$ cat src/fetch_cfg_pkg.sv
// sizes assume a 32-bit core with aligned word fetch only; BUF_DEPTH and MAX_OUTSTANDING must be powers of two
`default_nettype none

package fetch_cfg_pkg;

  ///////////////////////////////
  // datapath widths
  ///////////////////////////////
  localparam int unsigned XLEN = 32;

  typedef logic [XLEN-1:0] addr_t;
  typedef logic [XLEN-1:0] instr_t;
  // upper 24 bits of mtvec, handler base is 256-byte aligned
  typedef logic [23:0]     mtvec_t;
  typedef logic [4:0]      vec_idx_t;

  ///////////////////////////////
  // sizing and reset values
  ///////////////////////////////
  localparam int unsigned BUF_DEPTH       = 2;
  localparam int unsigned MAX_OUTSTANDING = 2;

  // holds 0..2 for occupancy, outstanding and free space
  typedef logic [1:0] cnt_t;

  // addi x0, x0, 0
  localparam instr_t INSTR_NOP = 32'h0000_0013;

endpackage

`default_nettype wire

$ cat src/fetch_ctrl_pkg.sv
// encodings are local to this fetch stage and need not match any core's decoder values
`default_nettype none

package fetch_ctrl_pkg;

  // next-pc source, sampled only in a pc_set cycle
  typedef enum logic [2:0] {
    PC_BOOT      = 3'd0,
    PC_JUMP      = 3'd1,
    PC_BRANCH    = 3'd2,
    PC_EXCEPTION = 3'd3,
    PC_MRET      = 3'd4,
    PC_DRET      = 3'd5,
    PC_FENCEI    = 3'd6
  } pc_mux_e;

  // handler address source when pc_mux is PC_EXCEPTION
  typedef enum logic [1:0] {
    EXC_PC_EXCEPTION = 2'd0,
    EXC_PC_IRQ       = 2'd1,
    EXC_PC_DBD       = 2'd2,
    EXC_PC_DBE       = 2'd3
  } exc_pc_mux_e;

  // prefetch FSM
  typedef enum logic [1:0] {
    FS_IDLE = 2'd0,  // no request on the bus
    FS_REQ  = 2'd1,  // request waiting for grant, must be held
    FS_RUN  = 2'd2   // streaming, request raised when room allows
  } fetch_state_e;

endpackage

`default_nettype wire

$ cat src/fetch_push_if.sv
// valid is a one-cycle push strobe with no back-pressure, so the sender must respect the buffer space
`timescale 1ns/1ps
`default_nettype none

interface fetch_push_if;
  import fetch_cfg_pkg::*;

  logic   valid;   // accepted response this cycle
  instr_t instr;   // fetched word
  addr_t  pc;      // address the word was fetched from
  logic   flush;   // pc set, drop everything buffered

  // outstanding tracker side
  modport tracker (
    output valid, instr, pc, flush
  );

  // fetch buffer side
  modport buffer (
    input valid, instr, pc, flush
  );

endinterface

`default_nettype wire

$ cat src/fetch_buffer.sv
// outstanding requests reserve buffer slots, so space_o is conservative right after a flush
`timescale 1ns/1ps
`default_nettype none

module fetch_buffer (
  input  logic                   clk,
  input  logic                   rst_n,
  fetch_push_if.buffer           push,
  input  fetch_cfg_pkg::cnt_t    outstanding_i,
  input  logic                   pop_i,
  output logic                   head_valid_o,
  output fetch_cfg_pkg::instr_t  head_instr_o,
  output fetch_cfg_pkg::addr_t   head_pc_o,
  output fetch_cfg_pkg::cnt_t    space_o
);
  import fetch_cfg_pkg::*;

  instr_t instr_mem [BUF_DEPTH];
  addr_t  pc_mem    [BUF_DEPTH];
  logic [$clog2(BUF_DEPTH)-1:0] wr_ptr_q;
  logic [$clog2(BUF_DEPTH)-1:0] rd_ptr_q;
  cnt_t   count_q;
  logic   wr_en;
  logic   rd_en;
  logic [2:0] used;

  // flush wins over a same-cycle push
  assign wr_en = push.valid && !push.flush;
  assign rd_en = pop_i && (count_q != '0);

  always_ff @(posedge clk, negedge rst_n)
  begin
    if (!rst_n)
    begin
      wr_ptr_q <= '0;
      rd_ptr_q <= '0;
      count_q  <= '0;
    end
    else if (push.flush)
    begin
      wr_ptr_q <= '0;
      rd_ptr_q <= '0;
      count_q  <= '0;
    end
    else
    begin
      if (wr_en)
        wr_ptr_q <= wr_ptr_q + 1'b1;
      if (rd_en)
        rd_ptr_q <= rd_ptr_q + 1'b1;
      count_q <= count_q + cnt_t'(wr_en) - cnt_t'(rd_en);
    end
  end

  // storage
  always_ff @(posedge clk)
  begin
    if (wr_en)
    begin
      instr_mem[wr_ptr_q] <= push.instr;
      pc_mem[wr_ptr_q]    <= push.pc;
    end
  end

  assign head_valid_o = (count_q != '0);
  assign head_instr_o = instr_mem[rd_ptr_q];
  assign head_pc_o    = pc_mem[rd_ptr_q];

  // free slots = depth - stored - in flight, floored at zero
  assign used    = {1'b0, count_q} + {1'b0, outstanding_i};
  assign space_o = (used >= 3'(BUF_DEPTH)) ? '0 : cnt_t'(3'(BUF_DEPTH) - used);

  // the fsm space gating must keep the tracker from overfilling
  a_no_push_full : assert property (@(posedge clk) disable iff (!rst_n)
    push.valid |-> (count_q < cnt_t'(BUF_DEPTH)));

endmodule

`default_nettype wire

$ cat src/fetch_fsm.sv
// a pc set may retarget a request that is still waiting for grant; a grant in that cycle is counted stale
`timescale 1ns/1ps
`default_nettype none

module fetch_fsm (
  input  logic                 clk,
  input  logic                 rst_n,
  input  logic                 req_i,
  input  logic                 pc_set_i,
  input  fetch_cfg_pkg::addr_t target_i,
  input  logic                 instr_gnt_i,
  input  fetch_cfg_pkg::cnt_t  outstanding_i,
  input  fetch_cfg_pkg::cnt_t  space_i,
  output logic                 instr_req_o,
  output fetch_cfg_pkg::addr_t instr_addr_o,
  output logic                 busy_o
);
  import fetch_cfg_pkg::*;
  import fetch_ctrl_pkg::*;

  fetch_state_e state_q;
  fetch_state_e state_d;
  addr_t        addr_q;
  logic         can_issue;

  // room in the buffer and on the bus for one more word
  assign can_issue = (space_i != '0) && (outstanding_i < cnt_t'(MAX_OUTSTANDING));

  always_comb
  begin
    state_d     = state_q;
    instr_req_o = 1'b0;
    unique case (state_q)
      FS_IDLE:
      begin
        if (req_i)
          state_d = FS_RUN;
      end
      FS_RUN:
      begin
        instr_req_o = req_i && can_issue;
        if (!req_i)
          state_d = FS_IDLE;
        else if (instr_req_o && !instr_gnt_i)
          state_d = FS_REQ;
      end
      FS_REQ:
      begin
        // held until granted, even if req_i drops
        instr_req_o = 1'b1;
        if (instr_gnt_i)
          state_d = req_i ? FS_RUN : FS_IDLE;
      end
      default: state_d = FS_IDLE;
    endcase
    // restart at the new target next cycle
    if (pc_set_i)
      state_d = req_i ? FS_RUN : FS_IDLE;
  end

  always_ff @(posedge clk, negedge rst_n)
  begin
    if (!rst_n)
    begin
      state_q <= FS_IDLE;
      addr_q  <= '0;
    end
    else
    begin
      state_q <= state_d;
      // word fetch only, low bits forced clear
      if (pc_set_i)
        addr_q <= {target_i[XLEN-1:2], 2'b00};
      else if (instr_req_o && instr_gnt_i)
        addr_q <= addr_q + addr_t'(4);
    end
  end

  assign instr_addr_o = addr_q;
  assign busy_o       = (state_q != FS_IDLE) || (outstanding_i != '0);

  // bus rule, a waiting request keeps its address
  a_addr_stable : assert property (@(posedge clk) disable iff (!rst_n)
    instr_req_o && !instr_gnt_i && !pc_set_i |=> instr_req_o && $stable(instr_addr_o));

  // tracker count must agree with the issue limit
  a_max_outstanding : assert property (@(posedge clk) disable iff (!rst_n)
    outstanding_i <= cnt_t'(MAX_OUTSTANDING));

endmodule

`default_nettype wire

$ cat src/fetch_txn_counter.sv
// responses must return in grant order; error responses are not modelled
`timescale 1ns/1ps
`default_nettype none

module fetch_txn_counter (
  input  logic                  clk,
  input  logic                  rst_n,
  input  logic                  pc_set_i,
  input  logic                  instr_req_i,
  input  logic                  instr_gnt_i,
  input  fetch_cfg_pkg::addr_t  instr_addr_i,
  input  logic                  instr_rvalid_i,
  input  fetch_cfg_pkg::instr_t instr_rdata_i,
  output fetch_cfg_pkg::cnt_t   outstanding_o,
  fetch_push_if.tracker         push
);
  import fetch_cfg_pkg::*;

  cnt_t  out_q;
  cnt_t  out_d;
  cnt_t  stale_q;
  logic  granted;
  // pc of each granted request, popped by its response
  addr_t pc_queue [MAX_OUTSTANDING];
  logic [$clog2(MAX_OUTSTANDING)-1:0] wr_ptr_q;
  logic [$clog2(MAX_OUTSTANDING)-1:0] rd_ptr_q;

  assign granted = instr_req_i && instr_gnt_i;
  assign out_d   = out_q + cnt_t'(granted) - cnt_t'(instr_rvalid_i);

  always_ff @(posedge clk, negedge rst_n)
  begin
    if (!rst_n)
    begin
      out_q    <= '0;
      stale_q  <= '0;
      wr_ptr_q <= '0;
      rd_ptr_q <= '0;
    end
    else
    begin
      out_q <= out_d;
      // everything still in flight after a pc set belongs to the old stream
      if (pc_set_i)
        stale_q <= out_d;
      else if (instr_rvalid_i && (stale_q != '0))
        stale_q <= stale_q - cnt_t'(1);
      if (granted)
        wr_ptr_q <= wr_ptr_q + 1'b1;
      if (instr_rvalid_i)
        rd_ptr_q <= rd_ptr_q + 1'b1;
    end
  end

  always_ff @(posedge clk)
  begin
    if (granted)
      pc_queue[wr_ptr_q] <= instr_addr_i;
  end

  // stale words and words arriving with a pc set are dropped
  assign push.valid    = instr_rvalid_i && (stale_q == '0) && !pc_set_i;
  assign push.instr    = instr_rdata_i;
  assign push.pc       = pc_queue[rd_ptr_q];
  assign push.flush    = pc_set_i;
  assign outstanding_o = out_q;

  // memory must not answer a request it never granted
  a_no_orphan_rvalid : assert property (@(posedge clk) disable iff (!rst_n)
    instr_rvalid_i |-> (out_q != '0));

endmodule

`default_nettype wire

$ cat src/if_id_pipe.sv
// perf_imiss_o is combinational and follows the inputs in the same cycle
`timescale 1ns/1ps
`default_nettype none

module if_id_pipe (
  input  logic                  clk,
  input  logic                  rst_n,
  input  logic                  head_valid_i,
  input  fetch_cfg_pkg::instr_t head_instr_i,
  input  fetch_cfg_pkg::addr_t  head_pc_i,
  input  logic                  id_ready_i,
  input  logic                  halt_if_i,
  input  logic                  pc_set_i,
  input  logic                  clear_instr_valid_i,
  output logic                  pop_o,
  output logic                  instr_valid_o,
  output fetch_cfg_pkg::instr_t instr_o,
  output fetch_cfg_pkg::addr_t  pc_o,
  output logic                  perf_imiss_o
);
  import fetch_cfg_pkg::*;

  logic ready;

  assign ready = id_ready_i && !halt_if_i;
  // no load in a pc set cycle, the head is from the old stream
  assign pop_o = ready && head_valid_i && !pc_set_i;

  always_ff @(posedge clk, negedge rst_n)
  begin
    if (!rst_n)
    begin
      instr_valid_o <= 1'b0;
      instr_o       <= INSTR_NOP;
      pc_o          <= '0;
    end
    else if (pop_o)
    begin
      instr_valid_o <= 1'b1;
      instr_o       <= head_instr_i;
      pc_o          <= head_pc_i;
    end
    else if (clear_instr_valid_i)
      instr_valid_o <= 1'b0;
  end

  // decode wanted a word and the buffer had none
  assign perf_imiss_o = ready && !pc_set_i && !head_valid_i;

endmodule

`default_nettype wire

$ cat src/if_stage_top.sv
// memory bus is request/grant with in-order responses; at most two fetches in flight
`timescale 1ns/1ps
`default_nettype none

module if_stage_top (
  input  logic                        clk,
  input  logic                        rst_n,
  input  logic                        req_i,
  input  logic                        pc_set_i,
  input  fetch_ctrl_pkg::pc_mux_e     pc_mux_i,
  input  fetch_ctrl_pkg::exc_pc_mux_e exc_pc_mux_i,
  input  fetch_cfg_pkg::vec_idx_t     m_exc_vec_i,
  input  fetch_cfg_pkg::mtvec_t       mtvec_addr_i,
  input  fetch_cfg_pkg::addr_t        boot_addr_i,
  input  fetch_cfg_pkg::addr_t        dm_halt_addr_i,
  input  fetch_cfg_pkg::addr_t        dm_exception_addr_i,
  input  fetch_cfg_pkg::addr_t        jump_target_i,
  input  fetch_cfg_pkg::addr_t        branch_target_i,
  input  fetch_cfg_pkg::addr_t        mepc_i,
  input  fetch_cfg_pkg::addr_t        dpc_i,
  input  logic                        id_ready_i,
  input  logic                        halt_if_i,
  input  logic                        clear_instr_valid_i,
  // memory bus
  output logic                        instr_req_o,
  output fetch_cfg_pkg::addr_t        instr_addr_o,
  input  logic                        instr_gnt_i,
  input  logic                        instr_rvalid_i,
  input  fetch_cfg_pkg::instr_t       instr_rdata_i,
  // IF/ID outputs
  output logic                        instr_valid_o,
  output fetch_cfg_pkg::instr_t       instr_o,
  output fetch_cfg_pkg::addr_t        pc_o,
  output logic                        csr_mtvec_init_o,
  output logic                        if_busy_o,
  output logic                        perf_imiss_o
);
  import fetch_cfg_pkg::*;

  addr_t  target;
  cnt_t   outstanding;
  cnt_t   space;
  logic   head_valid;
  instr_t head_instr;
  addr_t  head_pc;
  logic   pop;

  fetch_push_if push_if ();

  ///////////////////////////////
  // next pc
  ///////////////////////////////
  pc_target_sel pc_target_sel_inst (
    .pc_mux_i            (pc_mux_i),
    .exc_pc_mux_i        (exc_pc_mux_i),
    .mtvec_addr_i        (mtvec_addr_i),
    .m_exc_vec_i         (m_exc_vec_i),
    .boot_addr_i         (boot_addr_i),
    .dm_halt_addr_i      (dm_halt_addr_i),
    .dm_exception_addr_i (dm_exception_addr_i),
    .jump_target_i       (jump_target_i),
    .branch_target_i     (branch_target_i),
    .mepc_i              (mepc_i),
    .dpc_i               (dpc_i),
    .id_pc_i             (pc_o),  // fence.i restarts after the word in ID
    .pc_set_i            (pc_set_i),
    .target_o            (target),
    .csr_mtvec_init_o    (csr_mtvec_init_o)
  );

  ///////////////////////////////
  // bus side
  ///////////////////////////////
  fetch_fsm fetch_fsm_inst (
    .clk           (clk),
    .rst_n         (rst_n),
    .req_i         (req_i),
    .pc_set_i      (pc_set_i),
    .target_i      (target),
    .instr_gnt_i   (instr_gnt_i),
    .outstanding_i (outstanding),
    .space_i       (space),
    .instr_req_o   (instr_req_o),
    .instr_addr_o  (instr_addr_o),
    .busy_o        (if_busy_o)
  );

  fetch_txn_counter fetch_txn_counter_inst (
    .clk            (clk),
    .rst_n          (rst_n),
    .pc_set_i       (pc_set_i),
    .instr_req_i    (instr_req_o),
    .instr_gnt_i    (instr_gnt_i),
    .instr_addr_i   (instr_addr_o),
    .instr_rvalid_i (instr_rvalid_i),
    .instr_rdata_i  (instr_rdata_i),
    .outstanding_o  (outstanding),
    .push           (push_if.tracker)
  );

  ///////////////////////////////
  // buffer and pipe register
  ///////////////////////////////
  fetch_buffer fetch_buffer_inst (
    .clk           (clk),
    .rst_n         (rst_n),
    .push          (push_if.buffer),
    .outstanding_i (outstanding),
    .pop_i         (pop),
    .head_valid_o  (head_valid),
    .head_instr_o  (head_instr),
    .head_pc_o     (head_pc),
    .space_o       (space)
  );

  if_id_pipe if_id_pipe_inst (
    .clk                 (clk),
    .rst_n               (rst_n),
    .head_valid_i        (head_valid),
    .head_instr_i        (head_instr),
    .head_pc_i           (head_pc),
    .id_ready_i          (id_ready_i),
    .halt_if_i           (halt_if_i),
    .pc_set_i            (pc_set_i),
    .clear_instr_valid_i (clear_instr_valid_i),
    .pop_o               (pop),
    .instr_valid_o       (instr_valid_o),
    .instr_o             (instr_o),
    .pc_o                (pc_o),
    .perf_imiss_o        (perf_imiss_o)
  );

endmodule

`default_nettype wire

$ cat src/pc_target_sel.sv
// purely combinational; the target is only meaningful in a pc_set_i cycle and jump/branch targets pass unaligned
`timescale 1ns/1ps
`default_nettype none

module pc_target_sel (
  input  fetch_ctrl_pkg::pc_mux_e     pc_mux_i,
  input  fetch_ctrl_pkg::exc_pc_mux_e exc_pc_mux_i,
  input  fetch_cfg_pkg::mtvec_t       mtvec_addr_i,
  input  fetch_cfg_pkg::vec_idx_t     m_exc_vec_i,
  input  fetch_cfg_pkg::addr_t        boot_addr_i,
  input  fetch_cfg_pkg::addr_t        dm_halt_addr_i,
  input  fetch_cfg_pkg::addr_t        dm_exception_addr_i,
  input  fetch_cfg_pkg::addr_t        jump_target_i,
  input  fetch_cfg_pkg::addr_t        branch_target_i,
  input  fetch_cfg_pkg::addr_t        mepc_i,
  input  fetch_cfg_pkg::addr_t        dpc_i,
  input  fetch_cfg_pkg::addr_t        id_pc_i,
  input  logic                        pc_set_i,
  output fetch_cfg_pkg::addr_t        target_o,
  output logic                        csr_mtvec_init_o
);
  import fetch_cfg_pkg::*;
  import fetch_ctrl_pkg::*;

  addr_t exc_pc;

  // handler address
  always_comb
  begin
    unique case (exc_pc_mux_i)
      EXC_PC_EXCEPTION: exc_pc = {mtvec_addr_i, 8'h00};
      // vectored irq lands at base + 4 * index
      EXC_PC_IRQ:       exc_pc = {mtvec_addr_i, 1'b0, m_exc_vec_i, 2'b00};
      EXC_PC_DBD:       exc_pc = {dm_halt_addr_i[XLEN-1:2], 2'b00};
      EXC_PC_DBE:       exc_pc = {dm_exception_addr_i[XLEN-1:2], 2'b00};
      default:          exc_pc = {mtvec_addr_i, 8'h00};
    endcase
  end

  // fetch target
  always_comb
  begin
    unique case (pc_mux_i)
      PC_BOOT:      target_o = {boot_addr_i[XLEN-1:2], 2'b00};
      PC_JUMP:      target_o = jump_target_i;
      PC_BRANCH:    target_o = branch_target_i;
      PC_EXCEPTION: target_o = exc_pc;
      PC_MRET:      target_o = mepc_i;
      PC_DRET:      target_o = dpc_i;
      // refetch the word after fence.i so the stream sees updated memory
      PC_FENCEI:    target_o = id_pc_i + addr_t'(4);
      default:      target_o = {boot_addr_i[XLEN-1:2], 2'b00};
    endcase
  end

  // csr file loads its mtvec reset value on the boot jump
  assign csr_mtvec_init_o = pc_set_i && (pc_mux_i == PC_BOOT);

endmodule

`default_nettype wire

$ cat config.mk
export PLATFORM = sky130hd
export DESIGN_NAME = if_stage_top
export DESIGN_NICKNAME = d
export VERILOG_FILES = /design/src/fetch_cfg_pkg.sv /design/src/fetch_ctrl_pkg.sv /design/src/fetch_push_if.sv /design/src/fetch_buffer.sv /design/src/fetch_fsm.sv /design/src/fetch_txn_counter.sv /design/src/if_id_pipe.sv /design/src/if_stage_top.sv /design/src/pc_target_sel.sv
export SDC_FILE = /design/constraint.sdc
export NUM_CORES = 1
export LEC_CHECK = 0
export BUFFER_PORTS_ARGS = -buffer_cell sky130_fd_sc_hd__buf_4
export CAP_MARGIN = 20
export CORE_MARGIN = 2
export CORE_UTILIZATION = 57
export CTS_CLUSTER_DIAMETER = 30
export CTS_CLUSTER_SIZE = 25
export DETAILED_ROUTE_END_ITERATION = 7
export PLACE_DENSITY = 0.86
export SLEW_MARGIN = 5
export SYNTH_ARGS = -nofsm -noshare
export SYNTH_HDL_FRONTEND = slang
export SYNTH_SLANG_ARGS = --single-unit
$ cat constraint.sdc
create_clock -name clk -period 8.9 [get_ports clk]
set_clock_uncertainty 0.1 [all_clocks]
set_input_delay 2.225 -clock clk [delete_from_list [all_inputs] [get_ports clk]]
set_output_delay 2.225 -clock clk [all_outputs]
set_load 0.02 [all_outputs]
Yosys cells after proc, flatten, opt, wreduce, memory -nomap -nowiden
Memory sizes are Yosys's and may differ from the RTL's. A register that Yosys moved wholly into a read port is not among the register bits.
Cells that the tools add are included.
{ "classes": {"reduce_logical": 37, "n_div": 0, "shifts": 0, "n_addsub": 13, "n_mux": 26, "n_eq_ne": 14, "multipliers": 0, "bitwise_logic": 0, "order_cmp": 2} }
{ "ops": {"columns": ["cell", "count"], "rows": [
  ["case mux 32 bit (6 select lines)", 1],
  ["case mux 32 bit (4 select lines)", 1],
  ["adder 32 x 3 -> 32 bit, second input constant", 2],
  ["two-way mux 32 bit", 2],
  ["two-way mux 2 bit", 10],
  ["nonzero test 2 bit", 10],
  ["logical AND 1 bit", 15],
  ["two-way mux 1 bit", 10],
  ["equality test 3 bit, second input constant", 3],
  ["equality test 2 bit, second input constant", 3],
  ["equality test 3 x 2 -> 1 bit, second input constant", 2],
  ["zero test 1 bit", 6],
  ["zero test 2 bit", 3],
  ["!= test 3 bit, second input constant", 2],
  ["case mux 2 bit (3 select lines)", 1],
  ["adder 1 bit, second input constant", 4],
  ["adder 2 x 1 -> 2 bit", 2],
  ["equality test 2 x 1 -> 1 bit, second input constant", 2],
  ["!= test 4 x 3 -> 1 bit, second input constant", 1],
  ["subtractor 2 x 1 -> 2 bit", 2],
  ["adder 2 x 2 -> 3 bit", 1],
  ["equality test 3 x 1 -> 1 bit, second input constant", 1],
  ["greater-or-equal comparator 3 x 2 -> 1 bit, second input constant", 1],
  ["zero test 3 bit", 1],
  ["6 further kinds", 6]
]} }
{ "word_totals": {"latchBits": 0, "mem_count": 3, "ff_bits": 45, "mem_bits_ro": 0, "out_inout_bits": 101, "ramBits": 192, "in_bits": 299} }
{ "mem_list": {"columns": ["memory", "depth", "width", "rd", "rd_clocked_by_memory_dff", "wr", "line", "rtl"], "rows": [
  ["fetch_buffer_inst.instr_mem", 2, 32, 1, 1, 1, "fetch_buffer.sv:18", "instr_t instr_mem [BUF_DEPTH];"],
  ["fetch_buffer_inst.pc_mem", 2, 32, 1, 1, 1, "fetch_buffer.sv:19", "addr_t pc_mem [BUF_DEPTH];"],
  ["fetch_txn_counter_inst.pc_queue", 2, 32, 1, 0, 1, "fetch_txn_counter.sv:24", "addr_t pc_queue [MAX_OUTSTANDING];"]
]} }

Depth between registers and ports, before layout
{ "logic_depth": {"word_depth": 11, "ltp_mapped": 12, "ltp_nobuf": 11} }

Modules after synthesis
From an unflattened synthesis, not the netlist that was laid out.
{ "hier_totals": {"hier_cells": 1215, "area_unflattened_um2": 15434.8} }
{ "by_module_without_submodules": {"columns": ["mod", "seq_area_each_um2", "cells_per_inst", "area_per_inst_um2", "n_inst"], "rows": [
  ["fetch_buffer", 3943.8, 231, 4937.2, 1],
  ["pc_target_sel", 0.0, 461, 2899.0, 1],
  ["fetch_txn_counter", 2072.0, 160, 2874.0, 1],
  ["if_id_pipe", 1630.3, 140, 2652.5, 1],
  ["fetch_fsm", 800.8, 223, 2072.0, 1]
]} }

Worst setup path after synthesis
OpenSTA, ideal clock, no wires.
{ "synth_path": {"path_kind": "input to register", "startpoint": "in pc_set_i", "endpoint": "mem fetch_buffer_inst.instr_mem[0][0] (netlist name) (enable)", "n_path_buf": 2, "t_arrival_ns": 6.763, "t_required_ns": 8.241, "setup_slack_ns": 1.479, "setup_ns": 0.559, "stages": 3, "path_cell_list": "clkbuf_8 > clkbuf_8 > nor3_1"} }
{ "synth_between": {"elab_chain_len": 5} }
{ "synth_rtl": {"columns": ["item", "line", "rtl"], "rows": [
  ["start: declaration", "if_stage_top.sv:9", "input logic pc_set_i,"],
  ["zero test 1 bit *", "fetch_buffer.sv:28, fetch_txn_counter.sv:62", null],
  ["logical AND 1 bit", "fetch_txn_counter.sv:62", "assign push.valid = instr_rvalid_i && (stale_q == '0) && !pc_set_i;"],
  ["logical AND 1 bit *", "fetch_buffer.sv:28", "assign wr_en = push.valid && !push.flush;"],
  ["two-way mux 1 bit *", "fetch_buffer.sv:58", "if (wr_en)"],
  ["two-way mux 1 bit (not written as such) *", "fetch_buffer.sv:60", "instr_mem[wr_ptr_q] <= push.instr;"],
  ["end: declaration", "fetch_buffer.sv:18", null]
]} }
Mark *: on every way between the ends. The rest lies on a longest branch, timed or not.

Final worst setup path
{ "layout_path": {"startpoint": "in pc_mux_i[0]", "endpoint": "out csr_mtvec_init_o"} }
{ "layout_between": {"elab_chain_len": 2} }
{ "layout_rtl": {"columns": ["item", "line", "rtl"], "rows": [
  ["start: declaration", "if_stage_top.sv:10", "input fetch_ctrl_pkg::pc_mux_e pc_mux_i,"],
  ["zero test 3 bit", "pc_target_sel.sv:57", "assign csr_mtvec_init_o = pc_set_i && (pc_mux_i == PC_BOOT);"],
  ["logical AND 1 bit", "pc_target_sel.sv:57", null],
  ["end: declaration", "if_stage_top.sv:34", "output logic csr_mtvec_init_o,"]
]} }
Every way passes these cells.

==> flow_summary.yaml <==
final_layout:
  final_area_mm2: 0.0185
  syn2layout_area_growth_pct: 32.1
  utilization: 0.765
  fin_cells: 1894
  drive_gt1_frac: 0.344
  final_net_count: 1848
  layout_common_cells: "buf_4, edfxtp_1, nand2_1, o21ai_0, dfrtp_1"
  mostFrequentLayoutCell: "buf_4"
  fillCellCount: 1517
min_path:
  hold_class: "reg -> reg"
global_route:
  grt_pass1_vias: 11690
  grtUsageTotal: 0.347
  grt-ovfl-total: 0
  antenna_found_initial: 4
  grt_pass1_wl_mm: 68.2
  grt_max_degree: 129
cts:
  cts_tree: "yes"
  hold_buffers: 0
  htreeDepth: 2
  cts-root-buf: "clkbuf_16"
  clkSinkCount: 289
  postCtsResizedCells: 0
  clockBufferDepth: 3
  clock_latency_ps: 530
  post-cts-setup-buffers: 0
  clkSlewWorstSetupHoldPaths_ps: 70
  cts_buffers: 39
floorplanning:
  rows: 57
  die_area_mm2: 0.0259
  io_pins: 400
  coreArea_mm2: 0.0242
  dieWidth_um: 161
  die_h_um: 161
  initial_utilization: 0.579
power_and_ir_drop:
  power_density_mw_per_mm2: 263
  vdd_drop_max_uv: 145
  p_leak_nw: 7.48
critical_path:
  end_kind: "output port"
  start_kind: "input pin"
  worst-setup-path-type: "in -> out"
  required_ps: 6580
  cp_max_fo: 30
  cp_data_arrival_time_ps: 3670
sta:
  period_share: 0.674
  period_minus_slack_ps: 6000
  rsz0062_at_grt: "false"
  worstMarginPinSlew_ps: 1050
  fin_setup_tns_ps: 0
  slew_headroom: 0.293
  setup_viol: 0
  max_freq_mhz: 167
  hold_viol_final: 0
  slew_violations: 0
  fin_ws_ps: 2900
run:
  cap_viol_max_count: 0
drt:
  dr.first_iter.drc_count: 1166
  ant_nets: 0
  drtPass1Iterations: 6
  viasPerCell: 6.09
  vias: 11526
  routed_wl_mm: 46.2
  post_drt_wl_per_cell_um: 24.4
  drc: 0
place:
  portBuffers: 381
  placed_area_mm2: 0.0170
  dp_hpwl_mm: 31.9
  dp.cells: 1816
  pre_cts_ws_ps: 2960
  place.gp.congestion: 0.963
synthesis:
  ys_ff_latch: 289
  synthCells: 1172
  ys_types: 67
  syn-cell-area_mm2: 0.0140
  synth-async-reset-ratio: 0.363
  synth_ff_type: "edfxtp_1"
  synth-edff-count: 184
  avgSynthCellArea_um2: 12.0
  yosysSeqAreaShare: 0.581
  yosys_warnings: 0
status:
  status: "complete, no violations"
==> report_power, final <==
part           switching, W  leakage, nW  total [W]  internal (W)
clock              0.000602        0.683    0.00168       0.00108
sequential         0.000271         2.97    0.00197       0.00169
combinational      0.000702         3.82    0.00124      0.000535
==> per-layer routing <==
layer,part of all wire,GRT usage,up-vias
met5,0,0,-
met4,0.050,0.157,0
met2,0.51,0.613,699
met3,0.079,0.0517,140
met1,0.36,0.422,5582
li1,-,-,5105
==> kinds of logic (layout without fill, tap and decap cells) <==
logic type                 Yosys count  count (layout)  synth area share
DFF                                289             289             0.581
AOI/OAI and AO/OA                  287             287             0.129
and+or+nand+nor                    286             286             0.103
muxes                              139             139             0.103
buffers and inverters               94             485            0.0324
xor gates and xnor gates            62              62            0.0387
adders and majority gates           14              14            0.0130
other                                1               8          0.000267
==> cell usage after synthesis, types with 4 or more instances <==
cell type,instances,area share
dfrtp_1,102,0.18
o22ai_1,15,0.0067
mux2_2,42,0.034
or3_1,5,0.0022
o21a_1,7,0.0037
clkbuf_8,4,0.0039
a22oi_1,12,0.0064
a21boi_0,6,0.0032
buf_2,4,0.0014
nor3_1,10,0.0036
and3_1,13,0.0058
a21oi_1,38,0.014
nor2b_1,7,0.0031
nand2b_1,4,0.0018
o211ai_1,13,0.0070
ha_1,13,0.012
clkbuf_1,45,0.012
xor2_1,29,0.018
mux2i_1,97,0.069
nand2_1,117,0.031
and4_1,5,0.0031
a221oi_1,6,0.0037
inv_1,18,0.0048
edfxtp_1,184,0.39
o221ai_1,26,0.016
nand3_1,29,0.010
nand4_1,8,0.0036
buf_1,13,0.0035
o21ai_0,117,0.042
nor2_1,57,0.015
a211o_1,6,0.0037
xnor2_1,33,0.021
and2_1,5,0.0022
buf_4,5,0.0027
a211oi_1,17,0.0091
a31oi_1,9,0.0040
==> final timing paths <==
check | startpoint | to | slack (ps) | cells after the start
min | if_id_pipe_inst.instr_o[20] | if_id_pipe_inst.instr_o[20] | 380 | 2
max | pc_mux_i[0] | csr_mtvec_init_o | 2900 | 5
min reg2reg | if_id_pipe_inst.instr_o[20] | if_id_pipe_inst.instr_o[20] | 380 | 2
max reg2reg | fetch_buffer_inst.count_q[0] | fetch_txn_counter_inst.stale_q[1] | 5150 | 11
max in group asynchronous | rst_n | fetch_buffer_inst.rd_ptr_q | 5740 | 2
min in group asynchronous | rst_n | if_id_pipe_inst.instr_o[24] | 1660 | 1
==> final cells by class <==
cell class                 instances  area, µm²  share of cell area
sequential                       289       8160               0.440
inverter                          19       71.3             0.00385
tap                              324        405              0.0219
clock buffer                      47       1080              0.0581
antenna                            4       10.0            0.000540
clock inverter                    25        362              0.0195
multi-input combinational        792       5460               0.294
timing repair buffer             394       3000               0.162
==> per-stage QoR <==
stage               power [W]  hold WS (ps)
floorplan             0.00258           356
global placement      0.00310           362
detailed placement    0.00317           372
CTS                   0.00487           386
global route          0.00504           416
finish                0.00488           379
==> state kept, by name, summed over array words and instances (netlist names) <==
| name | flops |
|---|---|
| fetch_txn_counter_inst.outstanding_o | 2 |
| fetch_txn_counter_inst.wr_ptr_q | 1 |
| fetch_buffer_inst.count_q | 2 |
| fetch_txn_counter_inst.pc_queue | 60 |
| fetch_buffer_inst.pc_mem | 60 |
| fetch_txn_counter_inst.stale_q | 2 |
| if_id_pipe_inst.pc_o | 30 |
| fetch_buffer_inst.instr_mem | 64 |
| fetch_fsm_inst.instr_addr_o | 30 |
| fetch_fsm_inst.state_q | 2 |
| if_id_pipe_inst.instr_valid_o | 1 |
| if_id_pipe_inst.instr_o | 32 |
| fetch_buffer_inst.wr_ptr_q | 1 |
| fetch_buffer_inst.rd_ptr_q | 1 |
| fetch_txn_counter_inst.rd_ptr_q | 1 |
==> worst max-delay path, cell delays in order <==
cell	delay, ps
buf_4	230
inv_2	350
nand2_1	320
nor3b_1	320
buf_4	190
Power figures use the tool's default switching activity.
